**src/common/ddcPkg.sv**
```systemverilog
/*
  Shared types and address map of the DDC. Register addresses are 13-bit byte
  addresses, and each I or Q component is a signed 16-bit word.
*/
package ddcPkg;

    localparam int AddrWidth = 13;

    localparam logic [AddrWidth-1:0] DdcCenterFreqAddr = 13'h000;
    localparam logic [AddrWidth-1:0] DdcControlAddr    = 13'h004;
    localparam logic [AddrWidth-1:0] DdcDecimationAddr = 13'h008;

    localparam int SampleWidth = 16;

    typedef struct packed {
        logic signed [SampleWidth-1:0] i;
        logic signed [SampleWidth-1:0] q;
    } iqSample;

    typedef struct packed {
        logic [27:0] reserved;             // Reads as zero.
        logic        enableBasebandInputs; // Selects bbSample over the mixer.
        logic        bypassFir;
        logic        bypassHb;
        logic        bypassCic;
    } ddcControl;

    // The same bus word seen as raw bits or as control fields.
    typedef union packed {
        logic [31:0] raw;
        ddcControl   ctrl;
    } regWord;

    typedef struct packed {
        logic signed [31:0] centerFreq;    // Phase increment per input sample.
        logic               enableBasebandInputs;
        logic               bypassFir;
        logic               bypassHb;
        logic               bypassCic;
        logic [7:0]         decimation;    // Values 0 and 1 both mean rate 1.
    } ddcConfig;

endpackage

```
**src/source/ddcRegs.sv**
```systemverilog
/*
  Register file on a plain chip-select bus with one write strobe per byte lane.
  Control and decimation registers only take byte 0. Reads are combinational.
*/
module ddcRegs (
    input  logic                          busClk,
    input  logic                          arstN,
    input  logic                          cs,
    input  logic [3:0]                    wr,
    input  logic [ddcPkg::AddrWidth-1:0]  addr,
    input  logic [31:0]                   dataIn,
    output logic [31:0]                   dataOut,
    output ddcPkg::ddcConfig              cfg,
    output logic                          cfgWrite
);
    import ddcPkg::*;

    regWord writeWord;
    regWord readWord;

    assign writeWord.raw = dataIn;

    always_ff @(posedge busClk or negedge arstN) begin
        if (!arstN) begin
            cfg      <= '0;
            cfgWrite <= 1'b0;
        end else begin
            cfgWrite <= 1'b0;
            if (cs) begin
                case (addr)
                    DdcCenterFreqAddr: begin
                        for (int k = 0; k < 4; k++) begin
                            if (wr[k]) begin
                                cfg.centerFreq[8*k +: 8] <= dataIn[8*k +: 8];
                            end
                        end
                    end
                    DdcControlAddr: begin
                        if (wr[0]) begin
                            cfg.enableBasebandInputs <= writeWord.ctrl.enableBasebandInputs;
                            cfg.bypassFir            <= writeWord.ctrl.bypassFir;
                            cfg.bypassHb             <= writeWord.ctrl.bypassHb;
                            cfg.bypassCic            <= writeWord.ctrl.bypassCic;
                            cfgWrite                 <= 1'b1; // Restarts the decimators.
                        end
                    end
                    DdcDecimationAddr: begin
                        if (wr[0]) begin
                            cfg.decimation <= dataIn[7:0];
                            cfgWrite       <= 1'b1;
                        end
                    end
                    default: begin
                    end
                endcase
            end
        end
    end

    // Readback mux. Unmapped addresses and a deselected bus return zero.
    always_comb begin
        readWord.raw = '0;
        if (cs) begin
            case (addr)
                DdcCenterFreqAddr: begin
                    readWord.raw = cfg.centerFreq;
                end
                DdcControlAddr: begin
                    readWord.ctrl.enableBasebandInputs = cfg.enableBasebandInputs;
                    readWord.ctrl.bypassFir            = cfg.bypassFir;
                    readWord.ctrl.bypassHb             = cfg.bypassHb;
                    readWord.ctrl.bypassCic            = cfg.bypassCic;
                end
                DdcDecimationAddr: begin
                    readWord.raw = {24'h0, cfg.decimation};
                end
                default: begin
                    readWord.raw = '0;
                end
            endcase
        end
    end

    assign dataOut = readWord.raw;

endmodule

```
**src/mixer/ddcMixer.sv**
```systemverilog
/*
  NCO and real-to-complex mixer with a 64-entry sine table of amplitude 32767.
  The phase accumulator advances only on valid samples. Output is registered.
*/
module ddcMixer (
    input  logic                                  busClk,
    input  logic                                  arstN,
    input  logic signed [ddcPkg::SampleWidth-1:0] adcSample,
    input  ddcPkg::iqSample                       bbSample,
    input  logic                                  sampleValid,
    input  logic signed [31:0]                    centerFreq,
    input  logic                                  useBaseband,
    output ddcPkg::iqSample                       mixOut,
    output logic                                  mixValid
);
    import ddcPkg::*;

    localparam int  TableBits  = 6;
    localparam int  TableDepth = 1 << TableBits;
    localparam real Amplitude  = 32767.0;
    localparam int  ProdShift  = SampleWidth - 1;

    // One full sine period with each entry rounded to the nearest integer.
    function automatic logic [TableDepth*SampleWidth-1:0] buildSine();
        logic [TableDepth*SampleWidth-1:0] words;
        real                               angle;
        real                               scaled;
        int                                rounded;
        words = '0;
        for (int n = 0; n < TableDepth; n++) begin
            angle   = 6.283185307179586 * n / TableDepth;
            scaled  = Amplitude * $sin(angle);
            rounded = (scaled >= 0.0) ? $rtoi(scaled + 0.5) : $rtoi(scaled - 0.5);
            words[n*SampleWidth +: SampleWidth] = rounded[SampleWidth-1:0];
        end
        return words;
    endfunction

    localparam logic [TableDepth*SampleWidth-1:0] SineWords = buildSine();

    logic [31:0]                   phase;
    logic [TableBits-1:0]          sinIndex;
    logic [TableBits-1:0]          cosIndex;
    logic signed [SampleWidth-1:0] sinValue;
    logic signed [SampleWidth-1:0] cosValue;
    logic signed [31:0]            prodI;
    logic signed [31:0]            prodQ;

    assign sinIndex = phase[31 -: TableBits];
    assign cosIndex = sinIndex + TableBits'(TableDepth / 4); // Quarter period ahead.

    assign sinValue = SineWords[sinIndex*SampleWidth +: SampleWidth];
    assign cosValue = SineWords[cosIndex*SampleWidth +: SampleWidth];

    assign prodI = adcSample * cosValue;
    assign prodQ = -(adcSample * sinValue);

    always_ff @(posedge busClk or negedge arstN) begin
        if (!arstN) begin
            phase    <= '0;
            mixValid <= 1'b0;
        end else begin
            mixValid <= sampleValid;
            if (sampleValid) begin
                phase <= phase + unsigned'(centerFreq);
            end
        end
    end

    always_ff @(posedge busClk) begin
        if (sampleValid) begin
            if (useBaseband) begin
                mixOut <= bbSample;
            end else begin
                mixOut.i <= SampleWidth'(prodI >>> ProdShift);
                mixOut.q <= SampleWidth'(prodQ >>> ProdShift);
            end
        end
    end

endmodule

```
**src/cic/cicDecimator.sv**
```systemverilog
/*
  CIC decimator with rates 1 to 255 at full register growth and no gain correction.
  The output saturates to 16 bits. restart clears the rate counter and all CIC state.
*/
module cicDecimator #(
    parameter int Stages = 3
) (
    input  logic            busClk,
    input  logic            arstN,
    input  ddcPkg::iqSample inSample,
    input  logic            inValid,
    input  logic [7:0]      decimation,
    input  logic            bypass,
    input  logic            restart,
    output ddcPkg::iqSample outSample,
    output logic            outValid
);
    import ddcPkg::*;

    localparam int RateBits    = 8;
    localparam int GrowthWidth = SampleWidth + Stages * RateBits;

    localparam logic signed [GrowthWidth-1:0] SatMax = 2 ** (SampleWidth - 1) - 1;
    localparam logic signed [GrowthWidth-1:0] SatMin = -(2 ** (SampleWidth - 1));

    logic [RateBits-1:0]           rateCount;
    logic [RateBits-1:0]           lastCount;
    logic                          decimTick;
    logic signed [GrowthWidth-1:0] inWide [2];
    logic signed [GrowthWidth-1:0] integ [2][Stages];
    logic signed [GrowthWidth-1:0] integNext [2][Stages];
    logic signed [GrowthWidth-1:0] combDelay [2][Stages];
    logic signed [GrowthWidth-1:0] combNext [2][Stages];
    logic signed [SampleWidth-1:0] satOut [2];

    assign lastCount = (decimation == '0) ? '0 : decimation - 1'b1;
    assign decimTick = inValid && !bypass && (rateCount == lastCount);

    assign inWide[0] = inSample.i; // Sign extended.
    assign inWide[1] = inSample.q;

    // Integrators see the current input so the comb result is ready this cycle.
    always_comb begin
        for (int c = 0; c < 2; c++) begin
            integNext[c][0] = integ[c][0] + inWide[c];
            for (int s = 1; s < Stages; s++) begin
                integNext[c][s] = integ[c][s] + integNext[c][s-1];
            end
            combNext[c][0] = integNext[c][Stages-1] - combDelay[c][0];
            for (int s = 1; s < Stages; s++) begin
                combNext[c][s] = combNext[c][s-1] - combDelay[c][s];
            end
            if (combNext[c][Stages-1] > SatMax) begin
                satOut[c] = SatMax[SampleWidth-1:0];
            end else if (combNext[c][Stages-1] < SatMin) begin
                satOut[c] = SatMin[SampleWidth-1:0];
            end else begin
                satOut[c] = combNext[c][Stages-1][SampleWidth-1:0];
            end
        end
    end

    always_ff @(posedge busClk or negedge arstN) begin
        if (!arstN) begin
            rateCount <= '0;
            outValid  <= 1'b0;
            integ     <= '{default: '0};
            combDelay <= '{default: '0};
        end else begin
            outValid <= bypass ? inValid : decimTick;
            if (restart) begin
                rateCount <= '0;
                integ     <= '{default: '0};
                combDelay <= '{default: '0};
            end else if (inValid && !bypass) begin
                rateCount <= decimTick ? '0 : rateCount + 1'b1;
                integ     <= integNext;
                if (decimTick) begin
                    for (int c = 0; c < 2; c++) begin
                        combDelay[c][0] <= integNext[c][Stages-1];
                        for (int s = 1; s < Stages; s++) begin
                            combDelay[c][s] <= combNext[c][s-1];
                        end
                    end
                end
            end
        end
    end

    always_ff @(posedge busClk) begin
        if (bypass && inValid) begin
            outSample <= inSample;
        end else if (decimTick) begin
            outSample.i <= satOut[0];
            outSample.q <= satOut[1];
        end
    end

endmodule

```
**src/fir/firDecimator.sv**
```systemverilog
/*
  Symmetric FIR with an odd tap count and optional decimation by 2.
  Coefficients must sum to 2**CoefShift. Results are truncated to 16 bits.
*/
module firDecimator #(
    parameter int                      Taps      = 5,
    parameter logic [Taps-1:0][15:0]   Coeffs    = {16'sd1, 16'sd4, 16'sd6, 16'sd4, 16'sd1},
    parameter int                      CoefShift = 4,
    parameter int                      Decimate  = 1
) (
    input  logic            busClk,
    input  logic            arstN,
    input  ddcPkg::iqSample inSample,
    input  logic            inValid,
    input  logic            bypass,
    input  logic            restart,
    output ddcPkg::iqSample outSample,
    output logic            outValid
);
    import ddcPkg::*;

    localparam int AccWidth = 2 * SampleWidth + 8;
    localparam int Center   = Taps / 2;

    iqSample                       delayLine [Taps-1];
    logic signed [SampleWidth-1:0] tapValue [2][Taps];
    logic signed [AccWidth-1:0]    acc [2];
    logic                          decimPhase;
    logic                          emit;

    assign emit = inValid && !bypass && ((Decimate == 1) || decimPhase);

    // Tap 0 is the incoming sample so the result is ready in the same cycle.
    always_comb begin
        tapValue[0][0] = inSample.i;
        tapValue[1][0] = inSample.q;
        for (int k = 1; k < Taps; k++) begin
            tapValue[0][k] = delayLine[k-1].i;
            tapValue[1][k] = delayLine[k-1].q;
        end
        for (int c = 0; c < 2; c++) begin
            acc[c] = tapValue[c][Center] * signed'(Coeffs[Center]);
            for (int k = 0; k < Center; k++) begin
                acc[c] += (tapValue[c][k] + tapValue[c][Taps-1-k]) * signed'(Coeffs[k]);
            end
        end
    end

    always_ff @(posedge busClk or negedge arstN) begin
        if (!arstN) begin
            decimPhase <= 1'b0;
            outValid   <= 1'b0;
            delayLine  <= '{default: '0};
        end else begin
            outValid <= bypass ? inValid : emit;
            if (restart) begin
                decimPhase <= 1'b0;
                delayLine  <= '{default: '0};
            end else if (inValid && !bypass) begin
                decimPhase   <= (Decimate == 2) ? !decimPhase : 1'b0;
                delayLine[0] <= inSample;
                for (int k = 1; k < Taps - 1; k++) begin
                    delayLine[k] <= delayLine[k-1];
                end
            end
        end
    end

    always_ff @(posedge busClk) begin
        if (bypass && inValid) begin
            outSample <= inSample;
        end else if (emit) begin
            outSample.i <= SampleWidth'(acc[0] >>> CoefShift); // Unity DC gain.
            outSample.q <= SampleWidth'(acc[1] >>> CoefShift);
        end
    end

endmodule

```
**src/source/ddcTop.sv**
```systemverilog
/*
  DDC top level. Latency from sampleValid to outValid is 4 cycles in every mode.
  There is no back-pressure, so sampleValid pulses must be at least 2 cycles apart.
*/
module ddcTop #(
    parameter int                       CicStages = 3,
    parameter int                       HbTaps    = 7,
    parameter logic [HbTaps-1:0][15:0]  HbCoeffs  = {-16'sd1, 16'sd0, 16'sd9, 16'sd16,
                                                     16'sd9, 16'sd0, -16'sd1},
    parameter int                       HbShift   = 5,
    parameter int                       FirTaps   = 5,
    parameter logic [FirTaps-1:0][15:0] FirCoeffs = {16'sd1, 16'sd4, 16'sd6, 16'sd4, 16'sd1},
    parameter int                       FirShift  = 4
) (
    input  logic                                  busClk,
    input  logic                                  arstN,
    input  logic                                  cs,
    input  logic [3:0]                            wr,
    input  logic [ddcPkg::AddrWidth-1:0]          addr,
    input  logic [31:0]                           dataIn,
    output logic [31:0]                           dataOut,
    input  logic signed [ddcPkg::SampleWidth-1:0] adcSample,
    input  ddcPkg::iqSample                       bbSample,
    input  logic                                  sampleValid,
    output ddcPkg::iqSample                       sampleOut,
    output logic                                  outValid
);
    import ddcPkg::*;

    ddcConfig cfg;
    logic     cfgWrite;
    iqSample  mixOut;
    logic     mixValid;
    iqSample  cicOut;
    logic     cicValid;
    iqSample  hbOut;
    logic     hbValid;

    ddcRegs regs (
        .busClk   (busClk),
        .arstN    (arstN),
        .cs       (cs),
        .wr       (wr),
        .addr     (addr),
        .dataIn   (dataIn),
        .dataOut  (dataOut),
        .cfg      (cfg),
        .cfgWrite (cfgWrite)
    );

    ddcMixer mixer (
        .busClk      (busClk),
        .arstN       (arstN),
        .adcSample   (adcSample),
        .bbSample    (bbSample),
        .sampleValid (sampleValid),
        .centerFreq  (cfg.centerFreq),
        .useBaseband (cfg.enableBasebandInputs),
        .mixOut      (mixOut),
        .mixValid    (mixValid)
    );

    cicDecimator #(.Stages(CicStages)) cic (
        .busClk     (busClk),
        .arstN      (arstN),
        .inSample   (mixOut),
        .inValid    (mixValid),
        .decimation (cfg.decimation),
        .bypass     (cfg.bypassCic),
        .restart    (cfgWrite),
        .outSample  (cicOut),
        .outValid   (cicValid)
    );

    firDecimator #(
        .Taps      (HbTaps),
        .Coeffs    (HbCoeffs),
        .CoefShift (HbShift),
        .Decimate  (2)
    ) halfbandFilter (
        .busClk    (busClk),
        .arstN     (arstN),
        .inSample  (cicOut),
        .inValid   (cicValid),
        .bypass    (cfg.bypassHb),
        .restart   (cfgWrite),
        .outSample (hbOut),
        .outValid  (hbValid)
    );

    firDecimator #(
        .Taps      (FirTaps),
        .Coeffs    (FirCoeffs),
        .CoefShift (FirShift),
        .Decimate  (1)
    ) channelFilter (
        .busClk    (busClk),
        .arstN     (arstN),
        .inSample  (hbOut),
        .inValid   (hbValid),
        .bypass    (cfg.bypassFir),
        .restart   (cfgWrite),
        .outSample (sampleOut),
        .outValid  (outValid)
    );

endmodule

```
**config.mk**
```make
export PLATFORM = sky130hd
export DESIGN_NAME = ddcTop
export DESIGN_NICKNAME = d
export VERILOG_FILES = /design/src/common/ddcPkg.sv /design/src/source/ddcRegs.sv /design/src/mixer/ddcMixer.sv /design/src/cic/cicDecimator.sv /design/src/fir/firDecimator.sv /design/src/source/ddcTop.sv
export SDC_FILE = /design/constraint.sdc
export NUM_CORES = 2
export LEC_CHECK = 0
export BUFFER_PORTS_ARGS = -buffer_cell sky130_fd_sc_hd__buf_2
export CAP_MARGIN = 0
export CORE_MARGIN = 5
export CORE_UTILIZATION = 40
export CTS_CLUSTER_SIZE = 10
export DETAILED_ROUTE_END_ITERATION = 6
export PLACE_DENSITY = 0.58
export SETUP_SLACK_MARGIN = 0.05
export SYNTH_ARGS = -nofsm -noshare
export SYNTH_HDL_FRONTEND = slang
export SYNTH_SLANG_ARGS = --single-unit
```
**constraint.sdc**
```tcl
create_clock -name busClk -period 12.39 [get_ports busClk]
set_input_delay 3.0975 -clock busClk [delete_from_list [all_inputs] [get_ports busClk]]
set_output_delay 3.0975 -clock busClk [all_outputs]
set_load 0.02 [all_outputs]
```
# ---- Word-level counts from Yosys, hierarchy flattened
# Cells that the tools add are included.
dict set report word_totals {
  input_bits 101
  out_inout_bits 65
  elab_cells 171
  reg_bits 1018
}
dict set report classes {
  n_mul 6
  shift 2
  n_reduce_logical 29
  n_addsub 35
  mux 35
  order_cmp 4
  n_eq_ne 3
}
# op n
set op_table {}
lappend op_table {{$shiftx A1024 B11 Y16 const A} 2}
lappend op_table {{$mux W240} 5}
lappend op_table {{$mux W192} 2}
lappend op_table {{$mux W128} 2}
lappend op_table {{$mux W32} 8}
lappend op_table {{$sub A40 B40 Y40} 6}
lappend op_table {{$add A40 B40 Y40} 4}
lappend op_table {{$add A16 B16 Y17} 8}
lappend op_table {{$add A20 B20 Y20} 4}
lappend op_table {{$add A40 B16 Y40} 2}
lappend op_table {{$gt A40 B16 Y1 const B} 2}
lappend op_table {{$lt A40 B16 Y1 const B} 2}
lappend op_table {{$mul A40 B5 Y21 const B} 2}
lappend op_table {{$mux W16} 4}
lappend op_table {{$mul A16 B16 Y31} 2}
lappend op_table {{$pmux W28 S2} 1}
lappend op_table {{$add A20 B21 Y21} 2}
lappend op_table {{$add A21 B21 Y21} 2}
lappend op_table {{$neg A21 Y21} 2}
lappend op_table {{$mul A16 B3 Y19 const B} 2}
lappend op_table {{$add A32 B32 Y32} 1}
lappend op_table {{$mux W8} 4}
lappend op_table {{$neg A31 Y31} 1}
lappend op_table {{$reduce_and A3 Y1} 6}
lappend op_table {{other kinds (15)} 38}

# ---- Depth between registers and ports, before layout
dict set report logic_depth {
  depth_word 11
  ltp_mapped 63
  ltp_nobuf 62
}

# ---- By module
# Synthesis repeated with hierarchy kept, for this count alone.
dict set report hier_totals {
  cells_unflattened 11317
  hier_area_um2 100000.9
}
# mod area_per_inst_um2 instances seq_area_each_um2 cells_per_inst
set modules_own_cells {}
lappend modules_own_cells {cicDecimator 45710.1 1 13197.7 5792}
lappend modules_own_cells {ddcMixer 24962.7 1 1786.7 2842}
lappend modules_own_cells {{firDecimator (halfbandFilter)} 15272.1 1 5815.6 1425}
lappend modules_own_cells {{firDecimator (channelFilter)} 11790.1 1 4189.0 1089}
lappend modules_own_cells {ddcRegs 2265.9 1 1126.1 169}

# ---- Worst setup path before layout
# OpenSTA, ideal clock, no wires.
dict set report synth_path {
  kind {register to register}
  from {register cic.integ[200] (netlist name)}
  to {register cic.outSample[21] (netlist name), data pin}
  path_slack_ns 0.805
  required_ns 12.244
  arrival_time_ns 11.439
  path_stages_with_launch 61
  path_cell_list {dfrtp_1 > ha_1 > inv_1 > fa_1 > nor2b_1 > o21ai_0 > a21boi_0 > o21ai_0 > a21oi_1 > o21a_1 > nor2_1 > xnor2_1 > ha_1 > a21o_1 > a21o_1 > a21oi_1 > a21boi_0 > o21a_1 > [25 not listed] > o41ai_1 > o21bai_1 > a21oi_1 > xnor2_1 > ha_1 > nand2_1 > nor2_1 > a21oi_1 > and3_1 > a21oi_1 > o31a_1 > or3_1 > a211oi_1 > a21boi_0 > mux2i_1 > buf_2 > nand2_1 > a21oi_1}
}
dict set report synth_via {
  elab_chain_cells 11
}
# item line_no
set synth_rtl {}
lappend synth_rtl {{start: declaration} cicDecimator.sv:30} ;# logic signed [GrowthWidth-1:0] integ [2][Stages];
lappend synth_rtl {{start signal: assignment} cicDecimator.sv:77} ;# integ <= integNext;
lappend synth_rtl {{$add A40 B16 Y40 (*)} cicDecimator.sv:45} ;# integNext[c][0] = integ[c][0] + inWide[c];
lappend synth_rtl {{$add A40 B40 Y40 (*) (2 in series)} cicDecimator.sv:47} ;# integNext[c][s] = integ[c][s] + integNext[c][s-1];
lappend synth_rtl {{$sub A40 B40 Y40 (*)} cicDecimator.sv:49} ;# combNext[c][0] = integNext[c][Stages-1] - combDelay[c][0];
lappend synth_rtl {{$sub A40 B40 Y40 (*) (2 in series)} cicDecimator.sv:51} ;# combNext[c][s] = combNext[c][s-1] - combDelay[c][s];
lappend synth_rtl {{$lt A40 B16 Y1} cicDecimator.sv:55} ;# end else if (combNext[c][Stages-1] < SatMin) begin
lappend synth_rtl {{$mux W16} cicDecimator.sv:55}
lappend synth_rtl {{$mux W16 (*)} cicDecimator.sv:53} ;# if (combNext[c][Stages-1] > SatMax) begin
lappend synth_rtl {{$mux W32 (*)} cicDecimator.sv:93} ;# end else if (decimTick) begin
lappend synth_rtl {{$mux W32 (*)} cicDecimator.sv:91} ;# if (bypass && inValid) begin
lappend synth_rtl {{end signal: assignment} cicDecimator.sv:92} ;# outSample <= inSample;
lappend synth_rtl {{end: declaration} cicDecimator.sv:15} ;# output ddcPkg::iqSample outSample,
# Mark *: on every way between the ends. The rest lies on a longest branch, timed or not. The select of a mux whose other input is x is not followed.
# A chain may end at the register's enable or synchronous reset.

# ---- Worst setup path in the final report
dict set report layout_path {
  from {register mixer.mixOut[16] (netlist name)}
  to {register cic.outSample[16] (netlist name), data pin}
}
dict set report layout_via {
  elab_chain_cells 11
}
# item line_no
set layout_rtl {}
lappend layout_rtl {{$add A40 B16 Y40} cicDecimator.sv:45}
lappend layout_rtl {{$add A40 B40 Y40 (2 in series)} cicDecimator.sv:47}
lappend layout_rtl {{$sub A40 B40 Y40} cicDecimator.sv:49}
lappend layout_rtl {{$sub A40 B40 Y40 (2 in series)} cicDecimator.sv:51}
lappend layout_rtl {{$lt A40 B16 Y1} cicDecimator.sv:55}
lappend layout_rtl {{$mux W16} cicDecimator.sv:55}
lappend layout_rtl {{$mux W16} cicDecimator.sv:53}
lappend layout_rtl {{$mux W32} cicDecimator.sv:93}
lappend layout_rtl {{$mux W32 (*)} cicDecimator.sv:91}
# Marks and branches as above.

==> impl_metrics.yaml <==
synthesis:
  ys.flop_type: "dfrtp_1"
  ys_seq_area_share_pct: 26.9
  ys_seq_elements: 1018
  synth_top_area_share_pct: 22.9
  synth_cell_type_count: 102
  syn_inst: 11193
  syn_area_per_cell_um2: 8.68
  ys_warn_count: 0
  syn-num-nets: 12955
  async_flop_share_pct: 87.4
  synth_edf_count: 128
  synth_area_leaders: "dfrtp_1 (23%), ha_1 (13%), fa_1 (13%)"
  yosysTopAreaCell: "dfrtp_1"
  netlist_area_mm2: 0.0971
clock_network:
  cts-root-buf: "clkbuf_16"
  ctsHoldBuffers: 0
  cts_tree: "built"
  cts.path.max_buffers: 3
  clk_pin_slew_ps: 90
  clock-sinks: 1018
  h-tree-depth: 4
  cts_buffers: 136
  clk_latency_ps: 820
worst_setup_path:
  worstPathRequired_ps: 12890
  cp-end-kind: "register"
  reg2reg_depth: 60
  worst-path-stages: 60
  crit_path_max_fanout: 14
  cpLargestDelayFamily: "compound AO/OA/AOI/OAI gates"
  slowest_delay_ps: 520
  critPathMostFrequentCell: "buf_4"
  critPathKind: "reg2reg"
  critPathLaunchType: "register"
  cp.buffers_inverters: 10
  slowest_stage: "xnor2_1"
  worstPathArrival_ps: 12470
  r2r_slack_ps: 420
routing:
  route.detailed.drc: 0
  ant_nets: 0
  top_layer: "met5"
  routed-via-count: 77961
  dr.pass1.iters: 6
  wl_mm: 252
  routed-wl-met2_mm: 118
  met3_length_mm: 11.4
  routedWlPerCell_um: 17.2
  drt_iter0_drc: 4646
  wirelength_met1_mm: 117
  vias_per_cell: 5.32
run:
  maxCapViolCount: 0
die:
  die_w_um: 503
  fp-row-count: 181
  start_util_pct: 40.0
  dieHeight_um: 503
  io-pin-count: 166
  core_area_mm2: 0.243
  dieArea_mm2: 0.253
place:
  post-place-ws_ps: -272
  dp_hpwl_mm: 185
  port_buffers: 165
  postPlaceCellArea_mm2: 0.102
  gp_congestion: 0.903
timing:
  setup_viol: 0
  layout_setup_ws_ps: 422
  fin_skew_ps: 60.6
  worst_pin_slew_ps: 1160
  rsz0062_at_grt: "yes"
  fin_setup_tns_ps: 0
  layout_min_cycle_time_ps: 11970
  fmax_mhz: 83.6
  drv_slew: 0
  finalHoldViolations: 0
  fin_crit_sh_pct: 96.6
  worst_slew_margin_rel_pct: 22.6
cells_and_area:
  area_growth_pct: 11.5
  final_common_cell: "nand2_1"
  fill_cells: 23426
  drive_gt1_share_pct: 8.82
  final_nets: 13118
  postLayoutCellArea_mm2: 0.108
  fin_util_pct: 44.7
  multi_input_area_mm2: 0.0661
  layout_common_cells: "nand2_1 (1796), inv_1 (1222), a21oi_1 (1148)"
  ff_latch_area_mm2: 0.0261
global_route:
  antenna_found_initial: 20
  grt-ovfl-total: 0
  grt_pass1_vias: 79277
  grt_pass1_wl_mm: 410
  grt_usage_pct: 19.6
  grt_max_degree: 200
status:
  status: "complete, no violations"
worst_hold_path:
  hold_class: "reg2reg"
  hold-path-cell-count: 1
[cell families (layout without fill, tap and decap cells)]
kind of cell / count (synthesis) / count (layout) / share of synthesized area [%]
and+or+nand+nor: 3339 / 3339 / 15.3
AOI/OAI and AO/OA: 2714 / 2714 / 17.3
DFF: 1018 / 1018 / 26.9
xor gates and xnor gates: 707 / 707 / 6.43
other: 0 / 10 / 0
muxes: 111 / 111 / 1.50
buffers and inverters: 1643 / 1905 / 6.37
adders and majority gates: 1661 / 1661 / 26.2
[timing repair]
action,in CTS,in global routing
gates resized for setup,22,223
buffers inserted,8,42
gates cloned,1,1
pin swaps,11,127
endpoints found under the setup margin,30,32
endpoints found under the hold margin,0,0
[layer usage]
metal / track usage (%) / vias up
met4: 4.91 / 10
met5: 0 / -
met3: 3.02 / 380
met2: 32.8 / 1468
met1: 26.6 / 38031
li1: - / 38072
[flip-flops by register name, summed over array words and instances (netlist names)]
name                       cells
channelFilter.delayLine      128
channelFilter.outSample       32
channelFilter.outValid         1
cic.combDelay                240
cic.integ                    240
cic.outSample                 32
cic.outValid                   1
cic.rateCount                  8
halfbandFilter.decimPhase      1
halfbandFilter.delayLine     192
halfbandFilter.outSample      32
halfbandFilter.outValid        1
mixer.mixOut                  32
mixer.mixValid                 1
mixer.phase                   32
regs.cfg                      44
regs.cfgWrite                  1
[synthesized netlist by cell type (18+ instances only)]
cell / instances
nor4_1: 18
a22o_1: 143
a31oi_1: 82
o21ai_1: 18
nor2_1: 535
a21o_1: 245
mux2_2: 75
o31ai_1: 36
dfrtp_1: 890
a21boi_0: 39
and3_1: 96
nor3_1: 135
o21bai_1: 115
edfxtp_1: 128
xor2_1: 193
o211ai_1: 35
clkbuf_1: 373
and2_1: 225
or3_1: 51
nor2b_1: 103
xnor2_1: 509
a211oi_1: 81
buf_1: 37
nand2b_1: 96
nand2_1: 1815
inv_1: 1225
o21a_1: 129
a21oi_1: 1195
nand4_1: 50
fa_1: 627
mux4_2: 20
ha_1: 1034
o21ai_0: 383
nand3_1: 134
[worst paths after layout]
| kind | from | endpoint |
|---|---|---|
| max | mixer.mixOut[16] | cic.outSample[16] |
| min | mixer.phase[31] | mixer.phase[31] |
| max reg2reg | mixer.mixOut[16] | cic.outSample[16] |
| min reg2reg | mixer.phase[31] | mixer.phase[31] |
| max in group asynchronous | arstN | regs.cfgWrite |
| min in group asynchronous | arstN | channelFilter.outValid |
[area by class of cell]
cell class,instances,area share (%)
flip-flops and latches,1018,24.1
diodes,10,0.0231
multi-input cells,8532,61.0
well taps,3202,3.70
clock buffers,195,3.48
inverters,1227,4.25
clock inverters,42,0.664
repair buffers,441,2.79
[stage by stage]
step	instances	hold slack, ps
after floorplan	11193	456
after global placement	14369	467
after detailed placement	14369	473
after CTS	14615	489
after global routing	14660	507
final	14667	484
Power is not shown: default switching activity piles up to over one toggle a cycle in this logic, so the estimate is an artifact.
